<file path="config.mk">
export PLATFORM = sky130hd
export DESIGN_NAME = dram_ctrl
export DESIGN_NICKNAME = d
export VERILOG_FILES = /design/src/verilog/dram_cmd_pkg.sv /design/src/verilog/dram_timing_pkg.sv /design/src/verilog/command_fsm.sv /design/src/verilog/dram_ctrl.sv /design/src/verilog/flex_counter.sv /design/src/verilog/timing_signal.sv
export SDC_FILE = /design/constraint.sdc
export NUM_CORES = 1
export LEC_CHECK = 0
export BUFFER_PORTS_ARGS = -buffer_cell sky130_fd_sc_hd__buf_2
export CORE_UTILIZATION = 59
export DETAILED_ROUTE_END_ITERATION = 10
export PLACE_DENSITY_LB_ADDON = 0.15
export SYNTH_ARGS = -nofsm -noshare
export SYNTH_HDL_FRONTEND = slang
export SYNTH_SLANG_ARGS = --single-unit
</file>
<file path="constraint.sdc">
create_clock -name CLK -period 4.6 [get_ports CLK]
set_clock_uncertainty 0.1 [all_clocks]
set_input_delay 1.38 -clock CLK [delete_from_list [all_inputs] [get_ports CLK]]
set_output_delay 1.38 -clock CLK [all_outputs]
set_load 0.01 [all_outputs]
</file>
<file path="src/verilog/dram_cmd_pkg.sv">
`default_nettype none

// controller states, DRAM commands and the structs passed between blocks
package dram_cmd_pkg;

    // address field widths
    localparam int unsigned BANK_W = 2;
    localparam int unsigned ROW_W = 12;
    localparam int unsigned COL_W = 8;

    // closed-page sequence, each command state followed by its wait state
    typedef enum logic [3:0] {
        IDLE        = 4'd0,
        ACTIVATE    = 4'd1,
        ACTIVATING  = 4'd2,
        READ        = 4'd3,
        READING     = 4'd4,
        WRITE       = 4'd5,
        WRITING     = 4'd6,
        PRECHARGE   = 4'd7,
        PRECHARGING = 4'd8,
        REFRESH     = 4'd9,
        REFRESHING  = 4'd10
    } cmd_state_t;

    // command on the DRAM bus
    typedef enum logic [2:0] {
        NOP = 3'd0,
        ACT = 3'd1,
        RD  = 3'd2,
        WR  = 3'd3,
        PRE = 3'd4,
        REF = 3'd5
    } dram_op_t;

    // host request, write set for a write access
    typedef struct packed {
        logic              write;
        logic [BANK_W-1:0] bank;
        logic [ROW_W-1:0]  row;
        logic [COL_W-1:0]  col;
    } host_req_t;

    typedef struct packed {
        dram_op_t          op;
        logic [BANK_W-1:0] bank;
        logic [ROW_W-1:0]  row;
        logic [COL_W-1:0]  col;
    } dram_cmd_t;

    // end of each wait state
    typedef struct packed {
        logic act_done;
        logic rd_done;
        logic wr_done;
        logic pre_done;
        logic ref_done;
    } timing_done_t;

endpackage

`default_nettype wire

</file>
<file path="src/verilog/dram_timing_pkg.sv">
`default_nettype none

// timing constants for the DRAM controller, in clock cycles
package dram_timing_pkg;

    // width of the command delay and refresh interval counters
    localparam int unsigned CNT_W = 10;

    // activate to read or write
    localparam logic [CNT_W-1:0] T_RCD = CNT_W'(4);

    // additive latency, zero when AL is not programmed
    localparam logic [CNT_W-1:0] T_AL = CNT_W'(0);

    // read command to first data
    localparam logic [CNT_W-1:0] T_RL = CNT_W'(5);

    // write command to first data
    localparam logic [CNT_W-1:0] T_WL = CNT_W'(4);

    // data burst length on the bus
    localparam logic [CNT_W-1:0] T_BURST = CNT_W'(4);

    // precharge to next activate
    localparam logic [CNT_W-1:0] T_RP = CNT_W'(4);

    // refresh cycle time
    localparam logic [CNT_W-1:0] T_RFC = CNT_W'(20);

    // average refresh interval
    // kept short so that refresh shows up early in simulation
    localparam logic [CNT_W-1:0] T_REFI = CNT_W'(200);

endpackage

`default_nettype wire

</file>
<file path="src/verilog/command_fsm.sv">
`timescale 1ns/1ns
`default_nettype none

module command_fsm (
    input  logic                       CLK,
    input  logic                       nRST,
    input  logic                       req_valid,
    input  dram_cmd_pkg::host_req_t    req,
    input  logic                       rf_req,
    input  dram_cmd_pkg::timing_done_t tim_done,
    output dram_cmd_pkg::cmd_state_t   state,
    output dram_cmd_pkg::dram_cmd_t    cmd,
    output logic                       ready,
    output logic                       done
);

    dram_cmd_pkg::cmd_state_t next_state;
    dram_cmd_pkg::host_req_t  req_q;
    logic                     accept;

    // a request is taken only from IDLE with no refresh pending
    assign accept = (state == dram_cmd_pkg::IDLE) && req_valid && !rf_req;

    always_ff @(posedge CLK, negedge nRST) begin
        if (!nRST) begin
            state <= dram_cmd_pkg::IDLE;
        end else begin
            state <= next_state;
        end
    end

    // address held for ACT, RD/WR and PRE of the access
    always_ff @(posedge CLK) begin
        if (accept) begin
            req_q <= req;
        end
    end

    always_comb begin
        next_state = state;
        case (state)
            dram_cmd_pkg::IDLE: begin
                if (rf_req) begin
                    next_state = dram_cmd_pkg::REFRESH;
                end else if (req_valid) begin
                    next_state = dram_cmd_pkg::ACTIVATE;
                end
            end
            dram_cmd_pkg::ACTIVATE:   next_state = dram_cmd_pkg::ACTIVATING;
            dram_cmd_pkg::ACTIVATING: begin
                if (tim_done.act_done) begin
                    next_state = req_q.write ? dram_cmd_pkg::WRITE : dram_cmd_pkg::READ;
                end
            end
            dram_cmd_pkg::READ:       next_state = dram_cmd_pkg::READING;
            dram_cmd_pkg::READING: begin
                if (tim_done.rd_done) begin
                    next_state = dram_cmd_pkg::PRECHARGE;
                end
            end
            dram_cmd_pkg::WRITE:      next_state = dram_cmd_pkg::WRITING;
            dram_cmd_pkg::WRITING: begin
                if (tim_done.wr_done) begin
                    next_state = dram_cmd_pkg::PRECHARGE;
                end
            end
            dram_cmd_pkg::PRECHARGE:  next_state = dram_cmd_pkg::PRECHARGING;
            dram_cmd_pkg::PRECHARGING: begin
                if (tim_done.pre_done) begin
                    next_state = dram_cmd_pkg::IDLE;
                end
            end
            dram_cmd_pkg::REFRESH:    next_state = dram_cmd_pkg::REFRESHING;
            dram_cmd_pkg::REFRESHING: begin
                if (tim_done.ref_done) begin
                    next_state = dram_cmd_pkg::IDLE;
                end
            end
            default:                  next_state = dram_cmd_pkg::IDLE;
        endcase
    end

    // one op per command state, address only on access commands
    always_comb begin
        cmd = '0;
        cmd.op = dram_cmd_pkg::NOP;
        case (state)
            dram_cmd_pkg::ACTIVATE:  cmd.op = dram_cmd_pkg::ACT;
            dram_cmd_pkg::READ:      cmd.op = dram_cmd_pkg::RD;
            dram_cmd_pkg::WRITE:     cmd.op = dram_cmd_pkg::WR;
            dram_cmd_pkg::PRECHARGE: cmd.op = dram_cmd_pkg::PRE;
            dram_cmd_pkg::REFRESH:   cmd.op = dram_cmd_pkg::REF;
            default:                 cmd.op = dram_cmd_pkg::NOP;
        endcase
        if ((cmd.op != dram_cmd_pkg::NOP) && (cmd.op != dram_cmd_pkg::REF)) begin
            cmd.bank = req_q.bank;
            cmd.row = req_q.row;
            cmd.col = req_q.col;
        end
    end

    // low while a refresh is pending, so no strobe is lost
    assign ready = (state == dram_cmd_pkg::IDLE) && !rf_req;

    // last data cycle of the access
    assign done = ((state == dram_cmd_pkg::READING) && tim_done.rd_done) ||
                  ((state == dram_cmd_pkg::WRITING) && tim_done.wr_done);

endmodule

`default_nettype wire

</file>
<file path="src/verilog/dram_ctrl.sv">
`timescale 1ns/1ns
`default_nettype none

module dram_ctrl (
    input  logic                    CLK,
    input  logic                    nRST,
    input  logic                    req_valid,
    input  dram_cmd_pkg::host_req_t req,
    output logic                    ready,
    output logic                    done,
    output dram_cmd_pkg::dram_cmd_t cmd,
    output logic                    rd_en,
    output logic                    wr_en
);

    dram_cmd_pkg::cmd_state_t   state;
    dram_cmd_pkg::timing_done_t tim_done;
    logic                       rf_req;

    command_fsm fsm (
        .CLK       (CLK),
        .nRST      (nRST),
        .req_valid (req_valid),
        .req       (req),
        .rf_req    (rf_req),
        .tim_done  (tim_done),
        .state     (state),
        .cmd       (cmd),
        .ready     (ready),
        .done      (done)
    );

    // delays, data strobes and refresh scheduling
    timing_signal timing (
        .CLK      (CLK),
        .nRST     (nRST),
        .state    (state),
        .tim_done (tim_done),
        .rf_req   (rf_req),
        .rd_en    (rd_en),
        .wr_en    (wr_en)
    );

endmodule

`default_nettype wire

</file>
<file path="src/verilog/flex_counter.sv">
`timescale 1ns/1ns
`default_nettype none

module flex_counter (
    input  logic                             CLK,
    input  logic                             nRST,
    input  logic                             enable,
    input  logic [dram_timing_pkg::CNT_W-1:0] count_load,
    output logic [dram_timing_pkg::CNT_W-1:0] count,
    output logic                             count_done
);

    logic [dram_timing_pkg::CNT_W-1:0] next_count;

    always_ff @(posedge CLK, negedge nRST) begin
        if (!nRST) begin
            count <= '0;
        end else begin
            count <= next_count;
        end
    end

    // load wins over the running count
    always_comb begin
        next_count = count;
        if (enable) begin
            next_count = count_load;
        end else if (count != '0) begin
            next_count = count - 1'b1;
        end
    end

    // last cycle of the loaded delay
    assign count_done = (count == dram_timing_pkg::CNT_W'(1));

endmodule

`default_nettype wire

</file>
<file path="src/verilog/timing_signal.sv">
`timescale 1ns/1ns
`default_nettype none

module timing_signal (
    input  logic                       CLK,
    input  logic                       nRST,
    input  dram_cmd_pkg::cmd_state_t   state,
    output dram_cmd_pkg::timing_done_t tim_done,
    output logic                       rf_req,
    output logic                       rd_en,
    output logic                       wr_en
);

    logic [dram_timing_pkg::CNT_W-1:0] time_load;
    logic [dram_timing_pkg::CNT_W-1:0] time_count;
    logic                              time_counter_en;
    logic                              time_count_done;

    logic [dram_timing_pkg::CNT_W-1:0] refresh_count;
    logic [dram_timing_pkg::CNT_W-1:0] next_refresh_count;
    logic [dram_timing_pkg::CNT_W-1:0] refresh_limit;
    logic [dram_timing_pkg::CNT_W-1:0] next_refresh_limit;
    logic                              in_refresh;

    // command states load the delay, wait states watch for its end
    always_comb begin
        tim_done = '0;
        time_counter_en = 1'b0;
        time_load = '0;
        rd_en = 1'b0;
        wr_en = 1'b0;

        case (state)
            dram_cmd_pkg::ACTIVATE: begin
                time_counter_en = 1'b1;
                time_load = dram_timing_pkg::T_RCD - dram_timing_pkg::T_AL;
            end
            dram_cmd_pkg::ACTIVATING: begin
                tim_done.act_done = time_count_done;
            end
            dram_cmd_pkg::READ: begin
                time_counter_en = 1'b1;
                time_load = dram_timing_pkg::T_RL + dram_timing_pkg::T_BURST;
            end
            dram_cmd_pkg::READING: begin
                // data occupies the last T_BURST cycles, done cycle included
                rd_en = (time_count <= dram_timing_pkg::T_BURST);
                tim_done.rd_done = time_count_done;
            end
            dram_cmd_pkg::WRITE: begin
                time_counter_en = 1'b1;
                time_load = dram_timing_pkg::T_WL + dram_timing_pkg::T_BURST;
            end
            dram_cmd_pkg::WRITING: begin
                wr_en = (time_count <= dram_timing_pkg::T_BURST);
                tim_done.wr_done = time_count_done;
            end
            dram_cmd_pkg::PRECHARGE: begin
                time_counter_en = 1'b1;
                time_load = dram_timing_pkg::T_RP;
            end
            dram_cmd_pkg::PRECHARGING: begin
                tim_done.pre_done = time_count_done;
            end
            dram_cmd_pkg::REFRESH: begin
                time_counter_en = 1'b1;
                time_load = dram_timing_pkg::T_RFC;
            end
            dram_cmd_pkg::REFRESHING: begin
                tim_done.ref_done = time_count_done;
            end
            default: begin
                time_counter_en = 1'b0;
            end
        endcase
    end

    flex_counter time_counter (
        .CLK        (CLK),
        .nRST       (nRST),
        .enable     (time_counter_en),
        .count_load (time_load),
        .count      (time_count),
        .count_done (time_count_done)
    );

    assign in_refresh = (state == dram_cmd_pkg::REFRESH) ||
                        (state == dram_cmd_pkg::REFRESHING);

    always_ff @(posedge CLK, negedge nRST) begin
        if (!nRST) begin
            refresh_count <= '0;
            refresh_limit <= dram_timing_pkg::T_REFI;
        end else begin
            refresh_count <= next_refresh_count;
            refresh_limit <= next_refresh_limit;
        end
    end

    // refresh interval with debt
    // a late refresh shortens the next interval by the overshoot
    always_comb begin
        next_refresh_limit = refresh_limit;
        next_refresh_count = refresh_count + 1'b1;

        if (in_refresh) begin
            next_refresh_count = '0;
            // early refresh pays off the debt, judged in the REF cycle
            if ((state == dram_cmd_pkg::REFRESH) &&
                (refresh_count < dram_timing_pkg::T_REFI)) begin
                next_refresh_limit = dram_timing_pkg::T_REFI;
            end
        end else if (refresh_count > dram_timing_pkg::T_REFI) begin
            next_refresh_limit = dram_timing_pkg::T_REFI -
                                 (refresh_count - dram_timing_pkg::T_REFI);
        end
    end

    // held until the FSM reaches REFRESH
    assign rf_req = (refresh_count >= refresh_limit) && (state != dram_cmd_pkg::REFRESH);

endmodule

`default_nettype wire
</file>
## Yosys cells after proc, flatten, opt, wreduce, memory -nomap -nowiden

Index checks and enable logic that the tools add are counted.
W data, S select, Z words.

- Register bits: 57
- Bits of input ports: 26
- Logic and storage cells: 82
- Output and inout bits: 29

- $lt $le $gt $ge: 4
- Add/sub/neg operators: 4
- Equality and inequality tests: 20
- Reductions and logical operators: 20
- Muxes and demuxes: 26

Operators with widths:

| kind | number |
|---|---|
| $mux W10 | 6 |
| $pmux W4 S11 | 1 |
| $mux W4 | 7 |
| $mux W22 | 1 |
| $pmux W5 S4 | 1 |
| $eq A4 B3 Y1 const B | 4 |
| $pmux W3 S5 | 1 |
| $eq A4 B4 Y1 const B | 3 |
| $add A10 B1 Y10 const B | 1 |
| $eq A10 B1 Y1 const B | 1 |
| $ge A10 B10 Y1 | 1 |
| $gt A10 B8 Y1 const B | 1 |
| $le A10 B3 Y1 const B | 1 |
| $lt A10 B8 Y1 const B | 1 |
| $ne A2 B1 Y1 const B | 5 |
| $reduce_bool A10 Y1 | 1 |
| $sub A10 B1 Y10 const B | 1 |
| $sub A10 B8 Y10 const B | 1 |
| $sub A8 B10 Y10 const A | 1 |
| $eq A4 B2 Y1 const B | 2 |
| $logic_and A1 B1 Y1 | 8 |
| $mux W1 | 8 |
| $reduce_and A6 Y1 | 1 |
| $reduce_or A5 Y1 | 1 |
| other kinds (13) | 15 |

## Longest topological paths before layout

Gate-level depths: netlist (run 1).

- Word-level depth: 5
- Depth in mapped cells: 8
- Gate-level depth less buffers: 7

## Hierarchy

A second synthesis (run 1) with hierarchy kept.

- Cells, all modules: 326
- Area total of the unflattened synthesis: 3394.5 um^2

By module, submodules not included:

| module | seq. area each (um^2) | times used | area each (um^2) | cells an instance |
|---|---|---|---|---|
| timing_signal | 504.2 | 1 | 1596.5 | 170 |
| command_fsm | 790.8 | 1 | 1187.4 | 89 |
| flex_counter | 250.2 | 1 | 610.6 | 67 |

## Worst setup path after synthesis (run 1)

No wires, ideal clock.

- Path kind: flip-flop to output port
- From: register timing.refresh_limit[7] (netlist bit)
- To: output port ready
- Buffers on the path: 0
- Data arrival time: 1.761 ns
- Required time: 3.120 ns
- Stages on the path, launching flop included: 7
- Path slack: 1.359 ns
- Cells stage by stage: dfstp_2 inv_1 ha_1 a211oi_1 nor2_1 nor4_1 nor2b_1

- Longest elaborated chain between the ends: 4

RTL lines:

| item | line | RTL |
|---|---|---|
| start, declared | timing_signal.sv:21 | `logic [dram_timing_pkg::CNT_W-1:0] refresh_limit;` |
| start signal, assigned | timing_signal.sv:93 | `refresh_limit <= dram_timing_pkg::T_REFI;` |
| start signal, assigned | timing_signal.sv:96 | `refresh_limit <= next_refresh_limit;` |
| $ge A10 B10 Y1 | timing_signal.sv:120 | `assign rf_req = (refresh_count >= refresh_limit) && (state != dram_cmd_pkg::REFRESH);` |
| $logic_and A1 B1 Y1 | timing_signal.sv:120 |  |
| $logic_not A1 Y1 | command_fsm.sv:103 | `assign ready = (state == dram_cmd_pkg::IDLE) && !rf_req;` |
| $logic_and A1 B1 Y1 | command_fsm.sv:103 |  |
| end, declared | dram_ctrl.sv:9 | `output logic ready,` |

No other way between the ends.

## Final worst setup path (run 1)

- From: register timing.refresh_count[0] (netlist bit)
- To: output port ready

- Longest elaborated chain between the ends: 4

RTL lines:

| item | line | RTL |
|---|---|---|
| start, declared | timing_signal.sv:19 | `logic [dram_timing_pkg::CNT_W-1:0] refresh_count;` |
| start signal, assigned | timing_signal.sv:95 | `refresh_count <= next_refresh_count;` |
| $ge A10 B10 Y1 | timing_signal.sv:120 |  |
| $logic_and A1 B1 Y1 | timing_signal.sv:120 |  |
| $logic_not A1 Y1 | command_fsm.sv:103 |  |
| $logic_and A1 B1 Y1 | command_fsm.sv:103 |  |

No other way between the ends.

==> results.json, run 1 <==
{
  "setup_violations": 0,
  "yosys_warnings": 0,
  "synthAdderAreaFrac_pct": 6.03,
  "setup.worst_path.end_class": "output port",
  "tns_ns": 0,
  "wl_per_cell_um": 13.3,
  "syn_to_final_growth_pct": 14.3,
  "yosys.area_share.simple_pct": 21.1,
  "drive_above_1_share_pct": 26.6,
  "layout_setup_ws_ns": 0.779,
  "drt_iter0_markers": 115,
  "grt_max_degree": 35,
  "avgViaCountPerCell": 5.31,
  "post-route-util_pct": 69.7,
  "cts_hold_buf": 0,
  "cts_tree": "yes",
  "p_per_area_mw_per_mm2": 587,
  "ir_worst_vdd_mv": 0.388,
  "synth.area.mux_share_pct": 1.65,
  "rsz0062_at_grt": "false",
  "synth_nets": 327,
  "status": "finished clean",
  "synth_top_family_by_area": "simple AND/OR/NAND/NOR gates",
  "clk_latency_ns": 0.33,
  "max_slew_margin_pct": 36.6,
  "ys_ff_latch": 57,
  "gp_congestion": 0.855,
  "initial_core_util_pct": 61.0,
  "comb_power_share_pct": 37.3,
  "yosysSeqAreaShare_pct": 49.6,
  "finalNetCount": 378,
  "die_area_sq_mm": 0.00557,
  "p_int_mw": 1.29,
  "core-area_sq_mm": 0.00511,
  "p_sw_share_pct": 38.2,
  "async_reset_ff_share_pct": 59.6,
  "fin_crit_sh_pct": 83.1,
  "worstSetupPathType": "reg -> out",
  "critPathRequiredTime_ns": 3.12,
  "cpLargestDelayFamily": "simple AND/OR/NAND/NOR gates",
  "die_h_um": 74.7,
  "crit_path_max_incr_delay_ns": 0.48,
  "cp-start-kind": "register",
  "fillers": 419,
  "slowest_stage": "dfrtp_1",
  "cts_buffer_depth": 2,
  "num_io_pins": 55,
  "report.final.slew_viol_count": 0,
  "wl_mm": 5.50,
  "place_ws_ns": 1.11,
  "drtPass1Iterations": 4,
  "drc": 0,
  "timing.final.hold_violations": 0,
  "worstPathArrival_ns": 2.34,
  "cts_resized": 0,
  "antenna_found_initial": 0,
  "worst-path-max-fanout": 8,
  "antennaDiodeCount": 0,
  "syn_area_sq_mm": 0.00311,
  "antenna_left": 0,
  "power_frac_clock_pct": 21.0,
  "cts-root-buf": "clkbuf_8",
  "p_seq_share_pct": 41.7,
  "cp_cell_sequence": "inv_1 -> ha_1 -> nand2b_1 -> a21oi_1 -> nor3_1 -> nor4_1 -> nor2b_1 -> buf_2",
  "grt_pass1_vias": 2002,
  "clk_pin_slew_ns": 0.06,
  "numClockSinks": 57,
  "htreeDepth": 3,
  "period_needed_ns": 3.82,
  "worstMarginPinSlew_ns": 0.951,
  "avgSynthCellArea_sq_um": 10.9,
  "synth_ff_type": "dfrtp_1",
  "rows": 26,
  "post-dp-hpwl_mm": 3.87,
  "grt_use_total_pct": 21.4,
  "path_buf_inv": 2,
  "max_freq_mhz": 262,
  "max_cap_violations": 0,
  "vias": 2188,
  "chipWidth_um": 74.7,
  "port_buffers": 54,
  "cts_setup_buffers": 0,
  "power.switching_mw": 0.798,
  "synthCells": 286,
  "grt.overflow.total": 0,
  "synthDistinctLibCells": 56,
  "whs_ns": 0.419,
  "p_leak_nw": 1.59,
  "hp-class": "reg -> reg",
  "cts_buffers": 9,
  "synth-edff-count": 23,
  "grt_pass1_wl_mm": 8.73,
  "synth_compound_area_share_pct": 10.4,
  "synthXorXnorAreaFrac_pct": 5.91
}
worst reg2reg max path, cell delays in order (launching register included):
cell and delay (ns):
dfrtp_1 0.48, inv_1 0.12, ha_1 0.28, nand2b_1 0.14
a21oi_1 0.16, nor3_1 0.07, nor4_1 0.44, and4_1 0.90
cells by family (layout without fill, tap and decap cells):
kind of cell / Yosys count / in the layout
AOI/OAI and AO/OA: 46 / 46
xor gates and xnor gates: 21 / 21
DFF: 57 / 57
muxes: 4 / 4
adders and majority gates: 15 / 15
and+or+nand+nor: 111 / 111
buffers and inverters: 32 / 88
layer usage:
| layer | track usage, % | wire length [um] |
|---|---|---|
| met4 | 11.9 | 106 |
| met3 | 4.42 | 126 |
| met5 | 0 | 0 |
| met2 | 33.2 | 2670 |
| met1 | 28.1 | 2590 |
cell type report:
class                           count  area, sq um  share of cell area, %
Sequential cell                    57         1550                   43.4
Multi-Input combinational cell    197         1400                   39.4
Timing Repair Buffer               54          270                   7.59
Clock buffer                       10          128                   3.58
Tap cell                           70         87.6                   2.46
Inverter                           18         67.6                   1.90
Clock inverter                      6         58.8                   1.65
flip-flops by register name (all words and copies together), names as in the netlist:
name / flops
timing.time_counter.count: 10
fsm.state: 4
timing.refresh_limit: 10
timing.refresh_count: 10
fsm.req_q: 23
stage by stage:
| step | area, sq um | power [mW] | instances |
|---|---|---|---|
| 6_report | 3560 | 2.09 | 412 |
| 5_1_grt | 3560 | 2.25 | 412 |
| 4_1_cts | 3560 | 2.11 | 412 |
| 3_5_place_dp | 3370 | 1.66 | 396 |
| 3_3_place_gp | 3370 | 1.63 | 396 |
| 2_1_floorplan | 3110 | 1.49 | 286 |
cells in the final DEF (no fill, tap or decap), types with 4 or more instances in the layout:
cell type | netlist | routed
nor3_1 | 7 | 7
clkbuf_8 | 0 | 9
xor2_1 | 11 | 11
nand4_1 | 5 | 5
xnor2_1 | 10 | 10
nor2_1 | 30 | 30
nand2_1 | 7 | 7
o22ai_1 | 4 | 4
nand3_1 | 9 | 9
inv_1 | 18 | 18
nand2b_1 | 4 | 4
edfxtp_1 | 23 | 23
dfrtp_1 | 31 | 31
a21oi_1 | 11 | 11
ha_1 | 15 | 15
buf_2 | 6 | 54
and2_1 | 24 | 24
o21ai_0 | 5 | 5
cells in the mapped netlist, drive strengths merged (2+ instances only):
| cell | n | area [sq um] |
|---|---|---|
| a211oi | 3 | 22.5 |
| nand3 | 9 | 45.0 |
| inv | 18 | 67.6 |
| o211ai | 2 | 15.0 |
| o31ai | 2 | 20.0 |
| dfstp | 3 | 78.8 |
| nor4 | 3 | 31.3 |
| o21ai | 9 | 48.8 |
| clkbuf | 3 | 11.3 |
| xnor2 | 10 | 87.6 |
| a21oi | 12 | 63.8 |
| o21a | 2 | 15.0 |
| and2 | 24 | 150 |
| nor3 | 9 | 55.1 |
| or3 | 2 | 12.5 |
| buf | 11 | 86.3 |
| and4 | 3 | 26.3 |
| mux2 | 3 | 41.3 |
| nand2 | 8 | 37.5 |
| dfrtp | 31 | 776 |
| and3 | 4 | 26.3 |
| xor2 | 11 | 96.3 |
| nand4 | 6 | 52.6 |
| nor2b | 2 | 12.5 |
| nor4b | 2 | 30.0 |
| edfxtp | 23 | 691 |
| ha | 15 | 188 |
| o22ai | 4 | 25.0 |
| nor2 | 31 | 119 |
| nand2b | 5 | 33.8 |
| o22a | 3 | 26.3 |
| a21o | 2 | 15.0 |
final timing paths:
| kind | startpoint | to | slack (ns) | cells past startpoint |
|---|---|---|---|---|
| max | timing.refresh_count[0] | ready | 0.78 | 8 |
| min | timing.refresh_limit[5] | timing.refresh_limit[5] | 0.42 | 1 |
| max reg2reg | timing.refresh_count[0] | fsm.req_q[6] | 1.52 | 7 |
| min reg2reg | timing.refresh_limit[5] | timing.refresh_limit[5] | 0.42 | 1 |
| max in group asynchronous | nRST | timing.refresh_limit[0] | 2.90 | 1 |
| min in group asynchronous | nRST | timing.time_counter.count[8] | 1.01 | 1 |
power groups by stage:
stage	clock [mW]	sequential, mW	combinational [mW]
floorplan	0	0.785	0.701
global placement	0	0.870	0.762
detailed placement	0	0.876	0.783
CTS	0.451	0.867	0.788
global route	0.472	0.894	0.882
finish	0.439	0.871	0.780
(Power assumes the default switching activity.)
==> run 2: changes to the inputs <==
--- a/config.mk
+++ b/config.mk
@@ -5,8 +5,9 @@
 export SDC_FILE = /design/constraint.sdc
 export NUM_CORES = 1
 export LEC_CHECK = 0
+export ABC_AREA = 1
 export BUFFER_PORTS_ARGS = -buffer_cell sky130_fd_sc_hd__buf_2
-export CORE_UTILIZATION = 59
+export CORE_UTILIZATION = 51
 export DETAILED_ROUTE_END_ITERATION = 10
 export PLACE_DENSITY_LB_ADDON = 0.15
 export SYNTH_ARGS = -nofsm -noshare
==> constraint.sdc (replaced) <==
create_clock -name CLK -period 3.1 [get_ports CLK]
set_clock_uncertainty 0.1 [all_clocks]
set_input_delay 0.93 -clock CLK [delete_from_list [all_inputs] [get_ports CLK]]
set_output_delay 0.93 -clock CLK [all_outputs]
set_load 0.01 [all_outputs]
==> run 2 against run 1 <==
Against the previous run:
- largest power group unchanged
- non-clock buffer count increased by 3
- sequential cell count unchanged
- die area increased by 19%
- synthesized area increased by 3.4%
==> results.json, run 2 <==
{
  "post-dp-hpwl_mm": 4.64,
  "wl_mm": 6.16,
  "grt_use_total_pct": 20.1,
  "vias": 2542,
  "period_needed_ns": 2.92,
  "comb_power_share_pct": 1.6,
  "dpl-instance-area_sq_mm": 0.00359,
  "worst-path-max-fanout": 3,
  "yosys_warnings": 0,
  "rows": 28,
  "top_register": "fsm.req_q",
  "synth-edff-count": 23,
  "p_sw_share_pct": 20.8,
  "p_leak_nw": 1.96,
  "drtPass1Iterations": 4,
  "synth_top_area_share_pct": 24.1,
  "drive_above_1_share_pct": 24.8,
  "power_frac_clock_pct": 44.8,
  "fin_area_sq_mm": 0.00377,
  "critPathRequiredTime_ns": 2.07,
  "dp.cells": 495,
  "cts_tree": "yes",
  "min_from": "timing.time_counter.count[5]",
  "cts_buffer_depth": 2,
  "wl_per_cell_um": 12.1,
  "clk_latency_ns": 0.32,
  "fin_crit_sh_pct": 94.2,
  "worstPathArrival_ns": 1.89,
  "num_io_pins": 55,
  "power.total_mw": 1.47,
  "status": "finished clean",
  "setup.worst_path.end_class": "output port",
  "die_area_sq_mm": 0.00664,
  "cts_setup_buffers": 0,
  "grt_pass1_vias": 2301,
  "grt.overflow.total": 0,
  "synthDistinctLibCells": 45,
  "avgViaCountPerCell": 4.97,
  "async_reset_ff_share_pct": 59.6,
  "numClockSinks": 57,
  "antennaDiodeCount": 0,
  "ys_ff_latch": 57,
  "netlist_top_cells_area": "dfrtp_1, edfxtp_1, inv_1, nor2_1, nand2_1",
  "initial_core_util_pct": 53.8,
  "startpoint": "timing.refresh_limit[3]",
  "r2r_start": "timing.refresh_limit[3]",
  "core-area_sq_mm": 0.00599,
  "grt_max_degree": 35,
  "grt_pass1_wl_mm": 10.1,
  "worstSetupPathType": "reg -> out",
  "yosysSeqAreaShare_pct": 48.0,
  "yosysMostFrequentCell": "inv_1",
  "cp-start-kind": "register",
  "hp-class": "reg -> reg",
  "max_slew_margin_pct": 50.0,
  "synth_nets": 408,
  "antenna_left": 0,
  "cts_buffers": 9,
  "clk_pin_slew_ns": 0.07,
  "max_cap_violations": 0,
  "cts_resized": 0,
  "gp_congestion": 0.835,
  "worstMarginPinSlew_ns": 0.750,
  "antenna_found_initial": 0,
  "cts_hold_buf": 0,
  "largest_reg_flops": 23,
  "finalNetCount": 472,
  "synth_common_cells": "inv_1, nor2_1, nand2_1",
  "ir_worst_vdd_mv": 0.258,
  "die_h_um": 81.5,
  "power.switching_mw": 0.305,
  "port_buffers": 54,
  "syn_area_sq_mm": 0.00322,
  "max_freq_mhz": 342,
  "synth_top_cell_by_area": "dfrtp_1",
  "layout_common_cells": "inv_1, nor2_1, nand2_1, buf_2, dfrtp_1",
  "chipWidth_um": 81.5,
  "setup_violations": 0,
  "timing.final.hold_violations": 0,
  "htreeDepth": 3,
  "tns_ns": 0,
  "layout_commonest_cell": "inv_1",
  "synth_ff_type": "dfrtp_1",
  "stdcell_count": 511,
  "drt_iter0_markers": 101,
  "synthCells": 367,
  "p_per_area_mw_per_mm2": 389,
  "p_seq_share_pct": 53.6,
  "p_int_mw": 1.16,
  "report.final.slew_viol_count": 0,
  "cts-root-buf": "clkbuf_8",
  "avgSynthCellArea_sq_um": 8.78,
  "drc": 0,
  "rsz0062_at_grt": "false",
  "syn_to_final_growth_pct": 17.1
}
==> run 2: cell type report <==
class	instances	area, sq um
fill	527	2220
sequential	57	1550
multi-input combinational	231	1370
timing repair buffer	57	293
inverter	75	285
clock buffer	10	128
tap	75	93.8
clock inverter	6	58.8
==> run 2: final timing paths <==
check	endpoint	slack (ns)	depth (start not counted)
worst max-delay path	ready	0.18	12
worst min-delay path	timing.time_counter.count[5]	0.37	1
worst max register to register	fsm.req_q[19]	1.00	12
worst min register to register	timing.time_counter.count[5]	0.37	1
max in group asynchronous	timing.refresh_count[8]	1.85	1
min in group asynchronous	timing.time_counter.count[9]	0.57	1
==> run 2: cell families (layout without fill, tap and decap cells) <==
| family | Yosys count | in the layout | share of synthesized area, % |
|---|---|---|---|
| AO/OA/AOI/OAI | 47 | 47 | 9.79 |
| XOR/XNOR | 10 | 10 | 2.72 |
| adder cells (fa/ha/maj) | 15 | 15 | 5.83 |
| buffers and inverters | 79 | 148 | 9.60 |
| flip-flops | 57 | 57 | 48.0 |
| AND/OR/NAND/NOR | 159 | 159 | 24.1 |
==> run 2: layer usage <==
layer,part of all wire [%],track usage [%],vias up
li1,-,-,1304
met1,46,26.1,1184
met2,50,32.7,45
met3,2.9,3.78,9
met4,1.3,8.57,0
met5,0,0,-
==> run 2: power groups by stage <==
stage	Clock (mW)	Sequential [mW]	Combinational [mW]
2_1_floorplan	0	0.801	0.000246
3_3_place_gp	0	0.801	0.0234
3_5_place_dp	0	0.801	0.0245
4_1_cts	0.675	0.786	0.0245
5_1_grt	0.703	0.785	0.0274
6_report	0.658	0.786	0.0232
==> run 2: worst max-delay path, cell delays in order, from the launching register on <==
cell,delay (ns)
dfstp_2,0.53
inv_1,0.04
ha_1,0.29
nand2_1,0.06
nand2_1,0.04
nand2_1,0.05
nand2_1,0.04
nand2_1,0.05
nand3_1,0.07
nand2_1,0.11
nand2_1,0.09
inv_1,0.05
buf_2,0.12
==> run 2: through the flow <==
stage / hold slack, ns / util [%] / setup slack [ns]
after floorplan: 0.339 / - / 0.336
after global placement: 0.353 / 59.9 / 0.549
after detailed placement: 0.367 / 59.9 / 0.513
after CTS: 0.376 / 63.0 / 0.145
after global routing: 0.407 / 63.0 / 0.0323
final: 0.368 / 63.0 / 0.180
==> run 3: changes to the inputs <==
--- a/config.mk
+++ b/config.mk
@@ -9,7 +9,7 @@
 export BUFFER_PORTS_ARGS = -buffer_cell sky130_fd_sc_hd__buf_2
 export CORE_UTILIZATION = 51
 export DETAILED_ROUTE_END_ITERATION = 10
-export PLACE_DENSITY_LB_ADDON = 0.15
+export PLACE_DENSITY_LB_ADDON = 0.12
 export SYNTH_ARGS = -nofsm -noshare
 export SYNTH_HDL_FRONTEND = slang
 export SYNTH_SLANG_ARGS = --single-unit
==> run 3 against run 2 <==
Against the previous run:
- clock power down 9.3%
- sequential cell count unchanged
- die area unchanged
- non-clock buffer count down 1
- global-route usage about the same
- worst setup slack better by 0.018 ns
==> results.json, run 3 (same netlist as run 2, synthesis figures left out) <==
{
  "cpLargestDelayFamily": "flip-flops",
  "fin_crit_sh_pct": 93.6,
  "layout_setup_ws_ns": 0.198,
  "worstPathArrival_ns": 1.87,
  "slowest_stage": "dfstp_2",
  "max_cap_violations": 0,
  "layout_commonest_cell": "inv_1",
  "power.total_mw": 1.41,
  "rsz0062_at_grt": "false",
  "drc": 0,
  "die_area_sq_mm": 0.00664,
  "max_freq_mhz": 345,
  "cts_tree": "yes",
  "tns_ns": 0,
  "worst-path-max-fanout": 3,
  "grt_max_degree": 35,
  "path_buf_inv": 3,
  "grt_use_total_pct": 20.1,
  "cp_cell_sequence": "inv_1 -> ha_1 -> nand2_1 -> nand2_1 -> nand2_1 -> nand2_1 -> nand2_1 -> nand3_1 -> nand2_1 -> nand2_1 -> inv_1 -> buf_2",
  "worstMarginPinSlew_ns": 0.760,
  "reg2reg_depth": 12,
  "drive_above_1_share_pct": 24.8,
  "period_needed_ns": 2.90,
  "post-dp-hpwl_mm": 4.55,
  "p_leak_nw": 1.95,
  "critPathRequiredTime_ns": 2.07,
  "cts-root-buf": "clkbuf_8",
  "drt_iter0_markers": 79,
  "htreeDepth": 3,
  "grt_pass1_wl_mm": 10.1,
  "chipWidth_um": 81.5,
  "antennaDiodeCount": 0,
  "cp-start-kind": "register",
  "avgViaCountPerCell": 4.89,
  "cts_setup_buffers": 0,
  "numClockSinks": 57,
  "vias": 2494,
  "report.final.slew_viol_count": 0,
  "cts_buffers": 9,
  "core-area_sq_mm": 0.00599,
  "hp-class": "reg -> reg",
  "timing.final.hold_violations": 0,
  "top_register": "fsm.req_q",
  "syn_to_final_growth_pct": 16.5,
  "max_slew_margin_pct": 49.3,
  "num_io_pins": 55,
  "wl_per_cell_um": 11.9,
  "gp_congestion": 0.849,
  "path_depth": 12,
  "worstSetupPathType": "reg -> out",
  "antenna_left": 0,
  "r2r_setup_slack_ns": 0.93,
  "initial_core_util_pct": 53.8,
  "clk_latency_ns": 0.33,
  "place_ws_ns": 0.535,
  "p_per_area_mw_per_mm2": 375,
  "ir_worst_vdd_mv": 0.276,
  "status": "finished clean",
  "layout_common_cells": "inv_1, nor2_1, nand2_1, buf_2, dfrtp_1",
  "rows": 28,
  "finalNetCount": 471,
  "die_h_um": 81.5,
  "antenna_found_initial": 0,
  "grt_pass1_vias": 2307,
  "fillers": 538,
  "largest_reg_flops": 23,
  "clk_pin_slew_ns": 0.06,
  "setup.worst_path.end_class": "output port",
  "drtPass1Iterations": 4,
  "post-route-util_pct": 62.6,
  "setup_violations": 0,
  "crit_path_max_incr_delay_ns": 0.53,
  "grt.overflow.total": 0,
  "hold_depth": 1,
  "cts_buffer_depth": 2,
  "worst_path_most_repeated_cell": "nand2_1",
  "port_buffers": 54,
  "wl_mm": 6.06
}
[run 3: worst paths after layout]
check,start,endpoint
setup / recovery,timing.refresh_limit[3],ready
hold / removal,timing.time_counter.count[5],timing.time_counter.count[5]
setup reg to reg,timing.refresh_limit[3],fsm.req_q[14]
hold reg to reg,timing.time_counter.count[5],timing.time_counter.count[5]
max in group asynchronous,nRST,timing.refresh_count[5]
min in group asynchronous,nRST,timing.time_counter.count[3]
[run 3: repair_timing]
item / in CTS / in global routing
hold buffers: 0 / 0
resized for setup: 0 / 1
setup endpoints to repair: 0 / 1
[run 3: area by class of cell]
| cell class | count | area, sq um | area share (%) |
|---|---|---|---|
| Clock inverter | 6 | 33.8 | 0.901 |
| Tap cell | 75 | 93.8 | 2.50 |
| Multi-Input combinational cell | 231 | 1370 | 36.5 |
| Sequential cell | 57 | 1550 | 41.2 |
| Timing Repair Buffer | 56 | 285 | 7.61 |
| Clock buffer | 10 | 138 | 3.67 |
| Inverter | 75 | 285 | 7.61 |
[run 3: stage by stage]
stage | cells | cell area [sq um] | hold WS [ns]
5_1_grt | 510 | 3750 | 0.395
3_3_place_gp | 494 | 3580 | 0.350
3_5_place_dp | 494 | 3580 | 0.365
4_1_cts | 510 | 3750 | 0.374
6_report | 510 | 3750 | 0.367
2_1_floorplan | 367 | 3220 | 0.339
[run 3: where the power goes]
| part | internal [mW] | leakage, nW | switching [mW] |
|---|---|---|---|
| clock | 0.304 | 0.0871 | 0.293 |
| sequential | 0.786 | 0.651 | 0 |
| combinational | 0.0109 | 1.22 | 0.0123 |
[run 3: layer usage]
metal	vias to the layer above	GRT usage, %	share of wire [%]
met5	-	0	0
met4	0	10.2	1.9
met3	12	4.44	3.4
met2	52	32.1	47
met1	1129	25.4	47
li1	1301	-	-
